`config.mk`:
```
export PLATFORM = sky130hd
export DESIGN_NAME = even_pipe
export DESIGN_NICKNAME = d
export VERILOG_FILES = /design/src/hdl/even_types_pkg.sv /design/src/hdl/even_stage_pkg.sv /design/src/hdl/even_pipe.sv /design/src/hdl/even_result.sv /design/src/hdl/byte_unit.sv /design/src/hdl/fixed2_unit.sv /design/src/hdl/fixed1_unit.sv /design/src/hdl/even_decode.sv
export VERILOG_INCLUDE_DIRS = /design/src /design/src/include
export SDC_FILE = /design/constraint.sdc
export NUM_CORES = 2
export LEC_CHECK = 0
export BUFFER_PORTS_ARGS = -buffer_cell sky130_fd_sc_hd__buf_2
export CORE_AREA = 5 5 534 536
export CTS_CLUSTER_SIZE = 8
export DETAILED_ROUTE_END_ITERATION = 10
export DIE_AREA = 0 0 539 541
export SLEW_MARGIN = 40
export SYNTH_ARGS = -nofsm -noshare
export SYNTH_HDL_FRONTEND = slang
export SYNTH_SLANG_ARGS = --single-unit
export TNS_END_PERCENT = 5
```
`constraint.sdc`:
```
create_clock -name clk -period 10.5 [get_ports clk]
set_clock_uncertainty 0.1 [all_clocks]
set_input_delay 1.05 -clock clk [delete_from_list [all_inputs] [get_ports clk]]
set_output_delay 1.05 -clock clk [all_outputs]
set_load 0.005 [all_outputs]
```
`src/include/even_params.svh`:
```
`ifndef EVEN_PARAMS_SVH
`define EVEN_PARAMS_SVH

// Datapath widths
`define EVEN_DATA_W 128
`define EVEN_ADDR_W 7
`define EVEN_OP_W 11
`define EVEN_IMM_W 10

// Unit latencies in cycles from issue to the unit result register
`define EVEN_FX1_LAT 2
`define EVEN_FX2_LAT 4

// Staging chain slots 1..6, write-back is the register after slot 6
`define EVEN_STAGES 6

`endif
```
`src/hdl/even_types_pkg.sv`:
```
`include "even_params.svh"

package even_types_pkg;

	typedef logic [`EVEN_DATA_W-1:0] reg_data_t;	// Four words or sixteen bytes
	typedef logic [`EVEN_ADDR_W-1:0] reg_addr_t;
	typedef logic [`EVEN_OP_W-1:0] raw_op_t;
	typedef logic [`EVEN_IMM_W-1:0] imm_t;		// Signed, extended in the unit

	typedef enum logic [1:0] {
		unit_none,
		unit_fx1,
		unit_fx2,
		unit_byte
	} unit_e;

	typedef enum logic [3:0] {
		op_a,
		op_ai,
		op_and,
		op_or,
		op_xor,
		op_shl,
		op_rotl,
		op_cntb,
		op_absdb,
		op_avgb
	} alu_op_e;

	// Raw opcodes, RI10 forms padded with zeros to 11 bits
	localparam raw_op_t opc_a = 11'b00011000000;
	localparam raw_op_t opc_ai = 11'b00011100000;
	localparam raw_op_t opc_and = 11'b00011000001;
	localparam raw_op_t opc_or = 11'b00001000001;
	localparam raw_op_t opc_xor = 11'b01001000001;
	localparam raw_op_t opc_shl = 11'b00001011011;
	localparam raw_op_t opc_rotl = 11'b00001011000;
	localparam raw_op_t opc_cntb = 11'b01010110100;
	localparam raw_op_t opc_absdb = 11'b00001010011;
	localparam raw_op_t opc_avgb = 11'b00011010011;

endpackage

```
`src/hdl/even_stage_pkg.sv`:
```
package even_stage_pkg;

	// Record handed from decode to one unit
	typedef struct packed {
		even_types_pkg::alu_op_e op;
		even_types_pkg::reg_addr_t rt;
		logic write;
		even_types_pkg::reg_data_t ra;
		even_types_pkg::reg_data_t rb;
		even_types_pkg::imm_t imm;
	} issue_t;

	// Unit output and staging slot contents
	typedef struct packed {
		even_types_pkg::reg_data_t data;
		even_types_pkg::reg_addr_t rt;
		logic write;
	} result_t;

	typedef struct packed {
		even_types_pkg::reg_addr_t ra_addr;
		even_types_pkg::reg_addr_t rb_addr;
		even_types_pkg::reg_addr_t rc_addr;
	} src_addrs_t;

	// True when an in-flight writer to rt feeds one of the next sources
	function automatic logic src_hit(src_addrs_t s, even_types_pkg::reg_addr_t rt, logic wr);
		return wr && (rt != '0) &&
			(s.ra_addr == rt || s.rb_addr == rt || s.rc_addr == rt);	// r0 never stalls
	endfunction

endpackage

```
`src/hdl/even_pipe.sv`:
```
`timescale 1ns/1ps
`include "even_params.svh"

module even_pipe (
	input logic clk,
	input logic reset,
	input logic issue,
	input even_types_pkg::raw_op_t op,
	input even_types_pkg::reg_addr_t rt_addr,
	input even_types_pkg::reg_data_t ra,
	input even_types_pkg::reg_data_t rb,
	input even_types_pkg::reg_data_t rc,	// Third operand, no even op here reads it
	input even_types_pkg::imm_t imm,
	input logic reg_write,
	input even_stage_pkg::src_addrs_t next_srcs,
	output even_stage_pkg::result_t wb,
	output even_stage_pkg::result_t [`EVEN_STAGES:1] fwd,
	output logic stall_raw
);

	even_stage_pkg::issue_t fx1_issue;
	even_stage_pkg::issue_t fx2_issue;
	even_stage_pkg::issue_t byte_issue;
	even_stage_pkg::result_t fx1_res;
	even_stage_pkg::result_t fx2_res;
	even_stage_pkg::result_t byte_res;
	logic [2:0] unit_hazard;	// fixed1, fixed2, byte

	even_decode u_decode (.issue(issue), .op(op), .rt_addr(rt_addr), .reg_write(reg_write),
		.ra(ra), .rb(rb), .imm(imm), .fx1_issue(fx1_issue), .fx2_issue(fx2_issue),
		.byte_issue(byte_issue));

	fixed1_unit u_fx1 (.clk(clk), .reset(reset), .in_issue(fx1_issue), .srcs(next_srcs),
		.res(fx1_res), .hazard(unit_hazard[0]));

	fixed2_unit u_fx2 (.clk(clk), .reset(reset), .in_issue(fx2_issue), .srcs(next_srcs),
		.res(fx2_res), .hazard(unit_hazard[1]));

	byte_unit u_byte (.clk(clk), .reset(reset), .in_issue(byte_issue), .srcs(next_srcs),
		.res(byte_res), .hazard(unit_hazard[2]));

	even_result u_result (.clk(clk), .reset(reset), .fx1_res(fx1_res), .fx2_res(fx2_res),
		.byte_res(byte_res), .unit_hazard(unit_hazard), .srcs(next_srcs), .wb(wb),
		.fwd(fwd), .stall_raw(stall_raw));

endmodule

```
`src/hdl/even_result.sv`:
```
`timescale 1ns/1ps
`include "even_params.svh"

module even_result (
	input logic clk,
	input logic reset,
	input even_stage_pkg::result_t fx1_res,
	input even_stage_pkg::result_t fx2_res,
	input even_stage_pkg::result_t byte_res,
	input logic [2:0] unit_hazard,
	input even_stage_pkg::src_addrs_t srcs,
	output even_stage_pkg::result_t wb,
	output even_stage_pkg::result_t [`EVEN_STAGES:1] fwd,
	output logic stall_raw
);

	localparam int FX1_SLOT = `EVEN_FX1_LAT;	// Slot that a fixed1 result enters
	localparam int FX2_SLOT = `EVEN_FX2_LAT;	// Shared by fixed2 and byte

	even_stage_pkg::result_t [`EVEN_STAGES:1] nxt;
	logic slot_hit;

	// Next chain contents, units overwrite their own slot
	always_comb begin
		nxt[1] = '0;		// Nothing enters at the head
		for (int k = 2; k <= `EVEN_STAGES; k++) begin
			nxt[k] = fwd[k-1];
		end
		if (fx1_res.write) begin
			nxt[FX1_SLOT] = fx1_res;
		end
		if (fx2_res.write) begin
			nxt[FX2_SLOT] = fx2_res;
		end
		else if (byte_res.write) begin
			nxt[FX2_SLOT] = byte_res;
		end
	end

	always_ff @(posedge clk) begin
		fwd <= nxt;
		wb <= fwd[`EVEN_STAGES];	// Last slot retires
		if (reset) begin
			for (int k = 1; k <= `EVEN_STAGES; k++) begin
				fwd[k].write <= 1'b0;
			end
			wb.write <= 1'b0;
		end
	end

	// Writers still in the chain, write-back itself no longer counts
	always_comb begin
		slot_hit = 1'b0;
		for (int k = 1; k <= `EVEN_STAGES; k++) begin
			slot_hit = slot_hit || even_stage_pkg::src_hit(srcs, fwd[k].rt, fwd[k].write);
		end
	end

	assign stall_raw = slot_hit || (|unit_hazard);

	a_one_slot4_writer: assert property (@(posedge clk) disable iff (reset)
		!(fx2_res.write && byte_res.write));

endmodule

```
`src/hdl/byte_unit.sv`:
```
`timescale 1ns/1ps
`include "even_params.svh"

module byte_unit (
	input logic clk,
	input logic reset,
	input even_stage_pkg::issue_t in_issue,
	input even_stage_pkg::src_addrs_t srcs,
	output even_stage_pkg::result_t res,
	output logic hazard
);

	localparam int BYTES = `EVEN_DATA_W / 8;
	localparam int LAT = `EVEN_FX2_LAT;

	even_stage_pkg::issue_t s1;
	even_stage_pkg::result_t s1_res;
	even_stage_pkg::result_t [LAT:2] pipe;

	always_comb begin
		logic [7:0] x;
		logic [7:0] y;
		logic [8:0] sum;

		s1_res.rt = s1.rt;
		s1_res.write = s1.write;
		s1_res.data = '0;
		for (int b = 0; b < BYTES; b++) begin
			x = s1.ra[b*8 +: 8];
			y = s1.rb[b*8 +: 8];
			sum = {1'b0, x} + {1'b0, y} + 9'd1;	// Round half up
			case (s1.op)
				even_types_pkg::op_cntb: s1_res.data[b*8 +: 8] = 8'($countones(x));
				even_types_pkg::op_absdb: s1_res.data[b*8 +: 8] = (x > y) ? x - y : y - x;
				even_types_pkg::op_avgb: s1_res.data[b*8 +: 8] = sum[8:1];
				default: s1_res.data[b*8 +: 8] = '0;
			endcase
		end
	end

	always_ff @(posedge clk) begin
		s1 <= in_issue;
		pipe[2] <= s1_res;
		for (int k = 3; k <= LAT; k++) begin
			pipe[k] <= pipe[k-1];
		end
		if (reset) begin
			s1.write <= 1'b0;
			for (int k = 2; k <= LAT; k++) begin
				pipe[k].write <= 1'b0;
			end
		end
	end

	assign res = pipe[LAT];

	// Same depth as fixed2, so both land in slot 4
	always_comb begin
		hazard = even_stage_pkg::src_hit(srcs, s1.rt, s1.write);
		for (int k = 2; k <= LAT; k++) begin
			hazard = hazard || even_stage_pkg::src_hit(srcs, pipe[k].rt, pipe[k].write);
		end
	end

endmodule

```
`src/hdl/fixed2_unit.sv`:
```
`timescale 1ns/1ps
`include "even_params.svh"

module fixed2_unit (
	input logic clk,
	input logic reset,
	input even_stage_pkg::issue_t in_issue,
	input even_stage_pkg::src_addrs_t srcs,
	output even_stage_pkg::result_t res,
	output logic hazard
);

	localparam int WORD_W = 32;
	localparam int WORDS = `EVEN_DATA_W / WORD_W;
	localparam int LAT = `EVEN_FX2_LAT;

	even_stage_pkg::issue_t s1;
	even_stage_pkg::result_t s1_res;
	even_stage_pkg::result_t [LAT:2] pipe;	// Delay stages up to slot 4

	always_comb begin
		logic [WORD_W-1:0] a;
		logic [5:0] cnt;
		logic [2*WORD_W-1:0] dbl;

		s1_res.rt = s1.rt;
		s1_res.write = s1.write;
		s1_res.data = '0;
		for (int w = 0; w < WORDS; w++) begin
			a = s1.ra[w*WORD_W +: WORD_W];
			cnt = s1.rb[w*WORD_W +: 6];
			dbl = {a, a} << cnt[4:0];	// Upper half is the rotated word
			case (s1.op)
				even_types_pkg::op_shl:
					s1_res.data[w*WORD_W +: WORD_W] = cnt[5] ? '0 : a << cnt[4:0];
				even_types_pkg::op_rotl:
					s1_res.data[w*WORD_W +: WORD_W] = dbl[2*WORD_W-1:WORD_W];
				default: s1_res.data[w*WORD_W +: WORD_W] = '0;
			endcase
		end
	end

	always_ff @(posedge clk) begin
		s1 <= in_issue;
		pipe[2] <= s1_res;
		for (int k = 3; k <= LAT; k++) begin
			pipe[k] <= pipe[k-1];
		end
		if (reset) begin
			s1.write <= 1'b0;
			for (int k = 2; k <= LAT; k++) begin
				pipe[k].write <= 1'b0;
			end
		end
	end

	assign res = pipe[LAT];

	always_comb begin
		hazard = even_stage_pkg::src_hit(srcs, s1.rt, s1.write);
		for (int k = 2; k <= LAT; k++) begin
			hazard = hazard || even_stage_pkg::src_hit(srcs, pipe[k].rt, pipe[k].write);
		end
	end

endmodule

```
`src/hdl/fixed1_unit.sv`:
```
`timescale 1ns/1ps
`include "even_params.svh"

module fixed1_unit (
	input logic clk,
	input logic reset,
	input even_stage_pkg::issue_t in_issue,
	input even_stage_pkg::src_addrs_t srcs,
	output even_stage_pkg::result_t res,
	output logic hazard
);

	localparam int WORD_W = 32;
	localparam int WORDS = `EVEN_DATA_W / WORD_W;

	even_stage_pkg::issue_t s1;
	even_stage_pkg::result_t s1_res;

	always_comb begin
		logic [WORD_W-1:0] a;
		logic [WORD_W-1:0] b;
		logic [WORD_W-1:0] sext;

		s1_res.rt = s1.rt;
		s1_res.write = s1.write;
		s1_res.data = '0;
		sext = {{(WORD_W-`EVEN_IMM_W){s1.imm[`EVEN_IMM_W-1]}}, s1.imm};
		for (int w = 0; w < WORDS; w++) begin
			a = s1.ra[w*WORD_W +: WORD_W];
			b = s1.rb[w*WORD_W +: WORD_W];
			case (s1.op)
				even_types_pkg::op_a: s1_res.data[w*WORD_W +: WORD_W] = a + b;
				even_types_pkg::op_ai: s1_res.data[w*WORD_W +: WORD_W] = a + sext;
				even_types_pkg::op_and: s1_res.data[w*WORD_W +: WORD_W] = a & b;
				even_types_pkg::op_or: s1_res.data[w*WORD_W +: WORD_W] = a | b;
				even_types_pkg::op_xor: s1_res.data[w*WORD_W +: WORD_W] = a ^ b;
				default: s1_res.data[w*WORD_W +: WORD_W] = '0;
			endcase
		end
	end

	always_ff @(posedge clk) begin
		s1 <= in_issue;		// Operand capture
		res <= s1_res;		// Result register feeds slot 2
		if (reset) begin
			s1.write <= 1'b0;
			res.write <= 1'b0;
		end
	end

	assign hazard = even_stage_pkg::src_hit(srcs, s1.rt, s1.write) ||
		even_stage_pkg::src_hit(srcs, res.rt, res.write);

	// Only word arithmetic and logic may be steered here
	a_fx1_op: assert property (@(posedge clk) disable iff (reset)
		in_issue.write |-> in_issue.op inside {even_types_pkg::op_a, even_types_pkg::op_ai,
			even_types_pkg::op_and, even_types_pkg::op_or, even_types_pkg::op_xor});

endmodule

```
`src/hdl/even_decode.sv`:
```
`timescale 1ns/1ps

module even_decode (
	input logic issue,
	input even_types_pkg::raw_op_t op,
	input even_types_pkg::reg_addr_t rt_addr,
	input logic reg_write,
	input even_types_pkg::reg_data_t ra,
	input even_types_pkg::reg_data_t rb,
	input even_types_pkg::imm_t imm,
	output even_stage_pkg::issue_t fx1_issue,
	output even_stage_pkg::issue_t fx2_issue,
	output even_stage_pkg::issue_t byte_issue
);

	even_types_pkg::unit_e unit;
	even_types_pkg::alu_op_e alu_op;
	logic wr;
	even_stage_pkg::issue_t base;

	always_comb begin
		unit = even_types_pkg::unit_none;	// Unknown codes become bubbles
		alu_op = even_types_pkg::op_a;
		case (op)
			even_types_pkg::opc_a: begin
				unit = even_types_pkg::unit_fx1;
				alu_op = even_types_pkg::op_a;
			end
			even_types_pkg::opc_ai: begin
				unit = even_types_pkg::unit_fx1;
				alu_op = even_types_pkg::op_ai;
			end
			even_types_pkg::opc_and: begin
				unit = even_types_pkg::unit_fx1;
				alu_op = even_types_pkg::op_and;
			end
			even_types_pkg::opc_or: begin
				unit = even_types_pkg::unit_fx1;
				alu_op = even_types_pkg::op_or;
			end
			even_types_pkg::opc_xor: begin
				unit = even_types_pkg::unit_fx1;
				alu_op = even_types_pkg::op_xor;
			end
			even_types_pkg::opc_shl: begin
				unit = even_types_pkg::unit_fx2;
				alu_op = even_types_pkg::op_shl;
			end
			even_types_pkg::opc_rotl: begin
				unit = even_types_pkg::unit_fx2;
				alu_op = even_types_pkg::op_rotl;
			end
			even_types_pkg::opc_cntb: begin
				unit = even_types_pkg::unit_byte;
				alu_op = even_types_pkg::op_cntb;
			end
			even_types_pkg::opc_absdb: begin
				unit = even_types_pkg::unit_byte;
				alu_op = even_types_pkg::op_absdb;
			end
			even_types_pkg::opc_avgb: begin
				unit = even_types_pkg::unit_byte;
				alu_op = even_types_pkg::op_avgb;
			end
			default: ;
		endcase
	end

	assign wr = issue && reg_write && (unit != even_types_pkg::unit_none);

	always_comb begin
		base.op = alu_op;
		base.rt = rt_addr;
		base.write = 1'b0;
		base.ra = ra;
		base.rb = rb;
		base.imm = imm;

		fx1_issue = base;
		fx2_issue = base;
		byte_issue = base;
		fx1_issue.write = wr && (unit == even_types_pkg::unit_fx1);	// Steer to one unit
		fx2_issue.write = wr && (unit == even_types_pkg::unit_fx2);
		byte_issue.write = wr && (unit == even_types_pkg::unit_byte);
	end

endmodule

```
* Yosys cells after proc, flatten, opt, wreduce, memory -nomap -nowiden
Index checks and enable logic that the tools add are counted.
Word-level totals: register bits after elaboration 2020, output and inout bits 953, logic and storage cells 441
Cells by class: multiplexer cells 49, $lt $le $gt $ge 16, reduce and logical (&&, ||, !) cells 80, equal/unequal tests 49, bitwise logic cells 12, shift operators 8, add/sub/neg operators 184
Operators with widths (count):
- $pmux W32 S5 | 4
- $add A8 B8 Y8 | 48
- $pmux W8 S3 | 16
- $mux W136 | 2
- $add A32 B32 Y32 | 8
- $pmux W32 S2 | 4
- $shl A64 B5 Y64 | 4
- $sub A8 B8 Y8 | 32
- $eq A7 B7 Y1 | 27
- $add A8 B8 Y9 | 16
- $add A9 B1 Y9 const B | 16
- $add A1 B1 Y2 | 64
- $and A32 B32 Y32 | 4
- $gt A8 B8 Y1 | 16
- $mux W32 | 4
- $mux W8 | 16
- $or A32 B32 Y32 | 4
- $shl A32 B5 Y32 | 4
- $xor A32 B32 Y32 | 4
- $reduce_bool A7 Y1 | 9
- $eq A11 B7 Y1 const B | 4
- $eq A11 B8 Y1 const B | 4
- $pmux W4 S9 | 1
- $logic_and A1 B1 Y1 | 35
- 15 further kinds | 52

* Longest topological paths before layout
word-level depth 9, mapped depth 19

* Cells and area by module
Synthesis repeated with hierarchy kept, for this count alone.
Second synthesis, totals: cells, all modules 10745, area total of the unflattened synthesis 112310.2 µm²
By module, submodules not included:
- byte_unit | cells an instance 3310, area each 33982.6 µm², times used 1
- even_result | cells an instance 2151, area each 25456.9 µm², times used 1
- fixed2_unit | cells an instance 2030, area each 23588.9 µm², times used 1
- fixed1_unit | cells an instance 2391, area each 22818.1 µm², times used 1
- even_decode | cells an instance 863, area each 6463.7 µm², times used 1

* Least setup slack after synthesis
No wires, ideal clock.
path kind reg2reg, start point register u_byte.s1[107] (netlist name), end point register u_fx1.res[135] (netlist bit), setup time 0.131 ns, path buffers 3, required time 10.269 ns, arrival time 4.322 ns, stages on the path, launching flop included 17, clock period less this slack 4.553 ns, slack 5.947 ns, path through dfxtp_1 > clkbuf_1 > clkbuf_1 > clkbuf_1 > inv_1 > o21ai_0 > ha_1 > a21o_1 > a21o_1 > a31oi_1 > o211ai_1 > a221oi_1 > o31a_1 > o31ai_1 > o41ai_1 > xnor2_1 > o21ai_0
RTL lines:
- end signal: assignment | RTL line fixed1_unit.sv:44 | res <= s1_res;
- end: declaration | RTL line fixed1_unit.sv:9 | output even_stage_pkg::result_t res,

==> flow_summary_export.csv <==
group,metric,value,unit
timing,timing_hold_violations_final,0,
timing,slew_viol_final,0,
finish,post_route_cells_drive_above_1_share,19.0,%
power_and_ir_drop,powerDensity,184,nW/um^2
drt,wire_per_inst,24.4,um
status,status,"complete, no violations",
yosys,avgSynthCellArea,10.3,sq um
placed_design,dp_cells,12700,
critical_path,crit_family,"compound AO/OA/AOI/OAI gates",
placed_design,port_buffers,1125,
clock_tree,cts_resized,0,
yosys,synthXorXnorAreaFrac,4.88,%
finish,fin_nets,10600,
finish,instances_no_fill,13100,
critical_path,path_buf_inv,3,
yosys,syn_area,88500,sq um
timing,max_freq,0.139,GHz
global_routing,first_global_vias,66300,
floorplan,fp.dieH,541,um
yosys,synth_compound_area_share,12.9,%
flow_run,maxCapViolCount,0,
hold_path,whs_path_depth,1,
global_routing,antenna_found_initial,46,
critical_path,critPathMaxStageDelay,830,ps
drt,wl,320000,um
critical_path,path_depth,17,
floorplan,coreArea,280000,sq um
placed_design,gp_routability_congestion,0.935,
critical_path,cp-start-kind,"flop",
floorplan,die_w,539,um
drt,drcViolationCount,0,
timing,maxSlewHeadroom,37.8,%
drt,dr.pass1.iters,8,
timing,fin_crit_sh,68.4,%
yosys,synth-seq-area-share,45.7,%
drt,drt-vias-per-instance,4.94,
critical_path,cp_slowest_cell,"a221oi_1",
critical_path,path_max_fanout,55,
finish,syn_to_final_growth,16.4,%
critical_path,crit_chain,"nor3_2, buf_4, and2_4, buf_4, nand2_4, buf_4, o21ai_0, ha_1, a21o_1, a211oi_1, o211ai_1, a221oi_1, o31a_1, o31ai_1, o41ai_1, xnor2_1, o21ai_0",
clock_tree,root_buffer,"clkbuf_16",
clock_tree,clock_latency,870,ps
clock_tree,tritoncts,"done",
placed_design,dp_hpwl,245000,um
timing,rsz0062_at_grt,"false",
critical_path,end_kind,"flop",
timing,worst_pin_slew,933,ps
clock_tree,cts.path.max_buffers,4,
critical_path,critical_path.most_common_cell,"buf_4",
timing,tns,0,ps
placed_design,dpl_cell_area,94500,sq um
placed_design,dp_slack,3410,ps
drt,initialDrtViolationCount,4421,
clock_tree,cts.sinks,2020,
finish,n_fill_cell,27700,
yosys,synth_cell_types,86,
hold_path,hold_class,"in2reg",
critical_path,path_class,"reg2reg",
timing,worst_slack,3320,ps
yosys,synthesis.instances,8589,
clock_tree,path_clk_slew,60,ps
clock_tree,postCtsHoldBufs,0,
yosys,synthMuxAreaShare,7.08,%
yosys,synth_ff_type,"dfxtp_1",
finish,fin_area,103000,sq um
power_and_ir_drop,p_leak,46.6,nW
yosys,synth_fa_ha_area_share,13.4,%
clock_tree,cts_buffers,299,
yosys,synth_top_family_by_area,"adder cells",
critical_path,cp.required,11130,ps
clock_tree,cts_max_level,5,
power_and_ir_drop,peakVddDrop,0.000164,V
floorplan,initial_utilization,31.6,%
drt,dr_total_vias,64800,
global_routing,grt.total_usage,20.9,%
global_routing,grt_remaining_overflow,0,
floorplan,ios,1390,
critical_path,reg2regPathDepth,17,
yosys,synth_edf_count,0,
yosys,synthSimpleGateAreaFrac,7.65,%
timing,setup-violations-final,0,
floorplan,std_cell_rows,195,
yosys,synth_warnings,0,
floorplan,dieArea,292000,sq um
global_routing,grt_pass1_wl,460000,um
global_routing,grt_max_degree,85,
yosys,ys_ff_latch,2020,
drt,drtAntennaViolNets,0,
yosys,synthArstFlopShare,0,%
timing,period_minus_slack,7180,ps
critical_path,cp.arrival,7810,ps
clock_tree,postCtsSetupBuffers,0,
registers in the layout, indices dropped and copies added (netlist names):
register,count
u_byte.pipe,272
u_byte.res,136
u_byte.s1,268
u_fx1.res,129
u_fx1.s1,11
u_fx2.pipe,258
u_fx2.res,129
u_fx2.s1,1
u_result.fwd,680
u_result.wb,136
per-layer routing:
metal	global-route usage (%)	up-vias	part of all wire (%)
met3	3.60	532	6.2
met2	34.7	2541	47
met1	26.9	31600	43
met4	8.47	10	4.4
met5	0	-	0.022
li1	-	30100	-
synthesized netlist by cell type (8+ instances only):
cell type | number | share of area (%)
dfxtp_1 | 2020 | 46
ha_1 | 760 | 11
o21ai_0 | 660 | 3.7
nand2_1 | 598 | 2.5
buf_4 | 545 | 4.6
inv_1 | 460 | 2.0
nor2_1 | 377 | 1.6
clkbuf_1 | 348 | 1.5
mux2i_1 | 321 | 3.6
a21oi_1 | 316 | 1.8
xnor2_1 | 271 | 2.7
xor2_1 | 222 | 2.2
and2_1 | 155 | 1.1
o22ai_1 | 154 | 1.1
a21o_1 | 137 | 1.2
mux4_2 | 124 | 3.2
a221oi_1 | 119 | 1.2
fa_1 | 116 | 2.6
o21bai_1 | 67 | 0.57
a22oi_1 | 59 | 0.50
nor4_1 | 57 | 0.40
buf_1 | 51 | 0.22
nand4_1 | 49 | 0.35
nor2b_1 | 49 | 0.35
nor3_1 | 46 | 0.26
a31oi_1 | 45 | 0.32
nand2b_1 | 44 | 0.31
nand3_1 | 41 | 0.23
o221ai_1 | 28 | 0.28
a221o_1 | 23 | 0.26
mux2_2 | 23 | 0.29
a211oi_1 | 20 | 0.17
o22a_1 | 20 | 0.20
and3_1 | 17 | 0.12
o211ai_1 | 17 | 0.14
o31ai_1 | 15 | 0.13
o21a_1 | 14 | 0.12
buf_2 | 13 | 0.074
a21boi_0 | 11 | 0.093
o21ai_1 | 10 | 0.057
or2_2 | 10 | 0.071
nor3b_1 | 9 | 0.076
o32a_1 | 8 | 0.091
or3_1 | 8 | 0.057
or4_1 | 8 | 0.068
report_power, final:
group | internal (W) | total (W) | leakage [nW] | switching, W
Combinational | 0.000895 | 0.00216 | 26.1 | 0.00127
Sequential | 0.00787 | 0.00810 | 16.4 | 0.000231
Clock | 0.00526 | 0.00870 | 4.09 | 0.00344
Total | 0.0140 | 0.0190 | 46.6 | 0.00494
per-stage QoR:
stage                     util, %  hold slack, ps  total power, W
final                        36.7             166          0.0190
after global routing         36.7             106          0.0198
after CTS                    36.7            65.4          0.0192
after detailed placement     33.7             212          0.0104
after global placement       33.7             210          0.0103
after floorplan                 -             210         0.00970
cell usage in the layout, fill, tap and decap left out, types with 14 or more instances in the layout:
master     netlist  layout
a211oi_1        20      20
a21o_1         137     137
a21oi_1        316     315
a221o_1         23      23
a221oi_1       119     119
a22oi_1         59      59
a31oi_1         45      45
and2_1         155     153
and3_1          17      16
buf_2           13    1125
buf_4          545      75
clkbuf_1       348      17
clkbuf_16        0     301
conb_1           1     136
dfxtp_1       2020    2008
diode_2          0      38
fa_1           116     116
ha_1           760     760
inv_1          460     459
mux2_2          23      23
mux2i_1        321     321
mux4_2         124     124
nand2_1        598     589
nand2b_1        44      43
nand3_1         41      40
nand4_1         49      49
nor2_1         377     375
nor2b_1         49      48
nor3_1          46      45
nor4_1          57      56
o211ai_1        17      17
o21a_1          14      14
o21ai_0        660     659
o21bai_1        67      67
o221ai_1        28      28
o22a_1          20      20
o22ai_1        154     154
o31ai_1         15      14
xnor2_1        271     271
xor2_1         222     222
final timing paths:
| kind | from | end | slack [ps] |
|---|---|---|---|
| worst max register to register | u_byte.s1[275] | u_fx1.res[135] | 3320 |
| worst min-delay path | ra[92] | u_byte.s1[230] | 170 |
| worst min register to register | u_byte.pipe[163] | u_byte.res[27] | 200 |
| worst max-delay path | u_byte.s1[275] | u_fx1.res[135] | 3320 |
area by class of cell:
cell class	instances	area (sq um)	area share, %
Clock inverter	40	723	0.702
Sequential cell	2020	40500	39.3
Antenna cell	38	95.1	0.0924
Tap cell	3743	4680	4.55
Multi-Input combinational cell	5277	41300	40.1
Timing Repair Buffer	1208	6310	6.13
Clock buffer	324	7680	7.46
Inverter	467	1750	1.70
logic make-up (layout without fill, tap and decap cells):
group	Yosys count	count (layout)
XOR/XNOR	493	493
buffers and inverters	1427	2039
adder cells (fa/ha/maj)	876	876
AND/OR/NAND/NOR	1482	1482
multiplexers	468	468
flip-flops	2020	2020
other	1	174
AO/OA/AOI/OAI	1822	1822
Power figures use the tool's default switching activity.
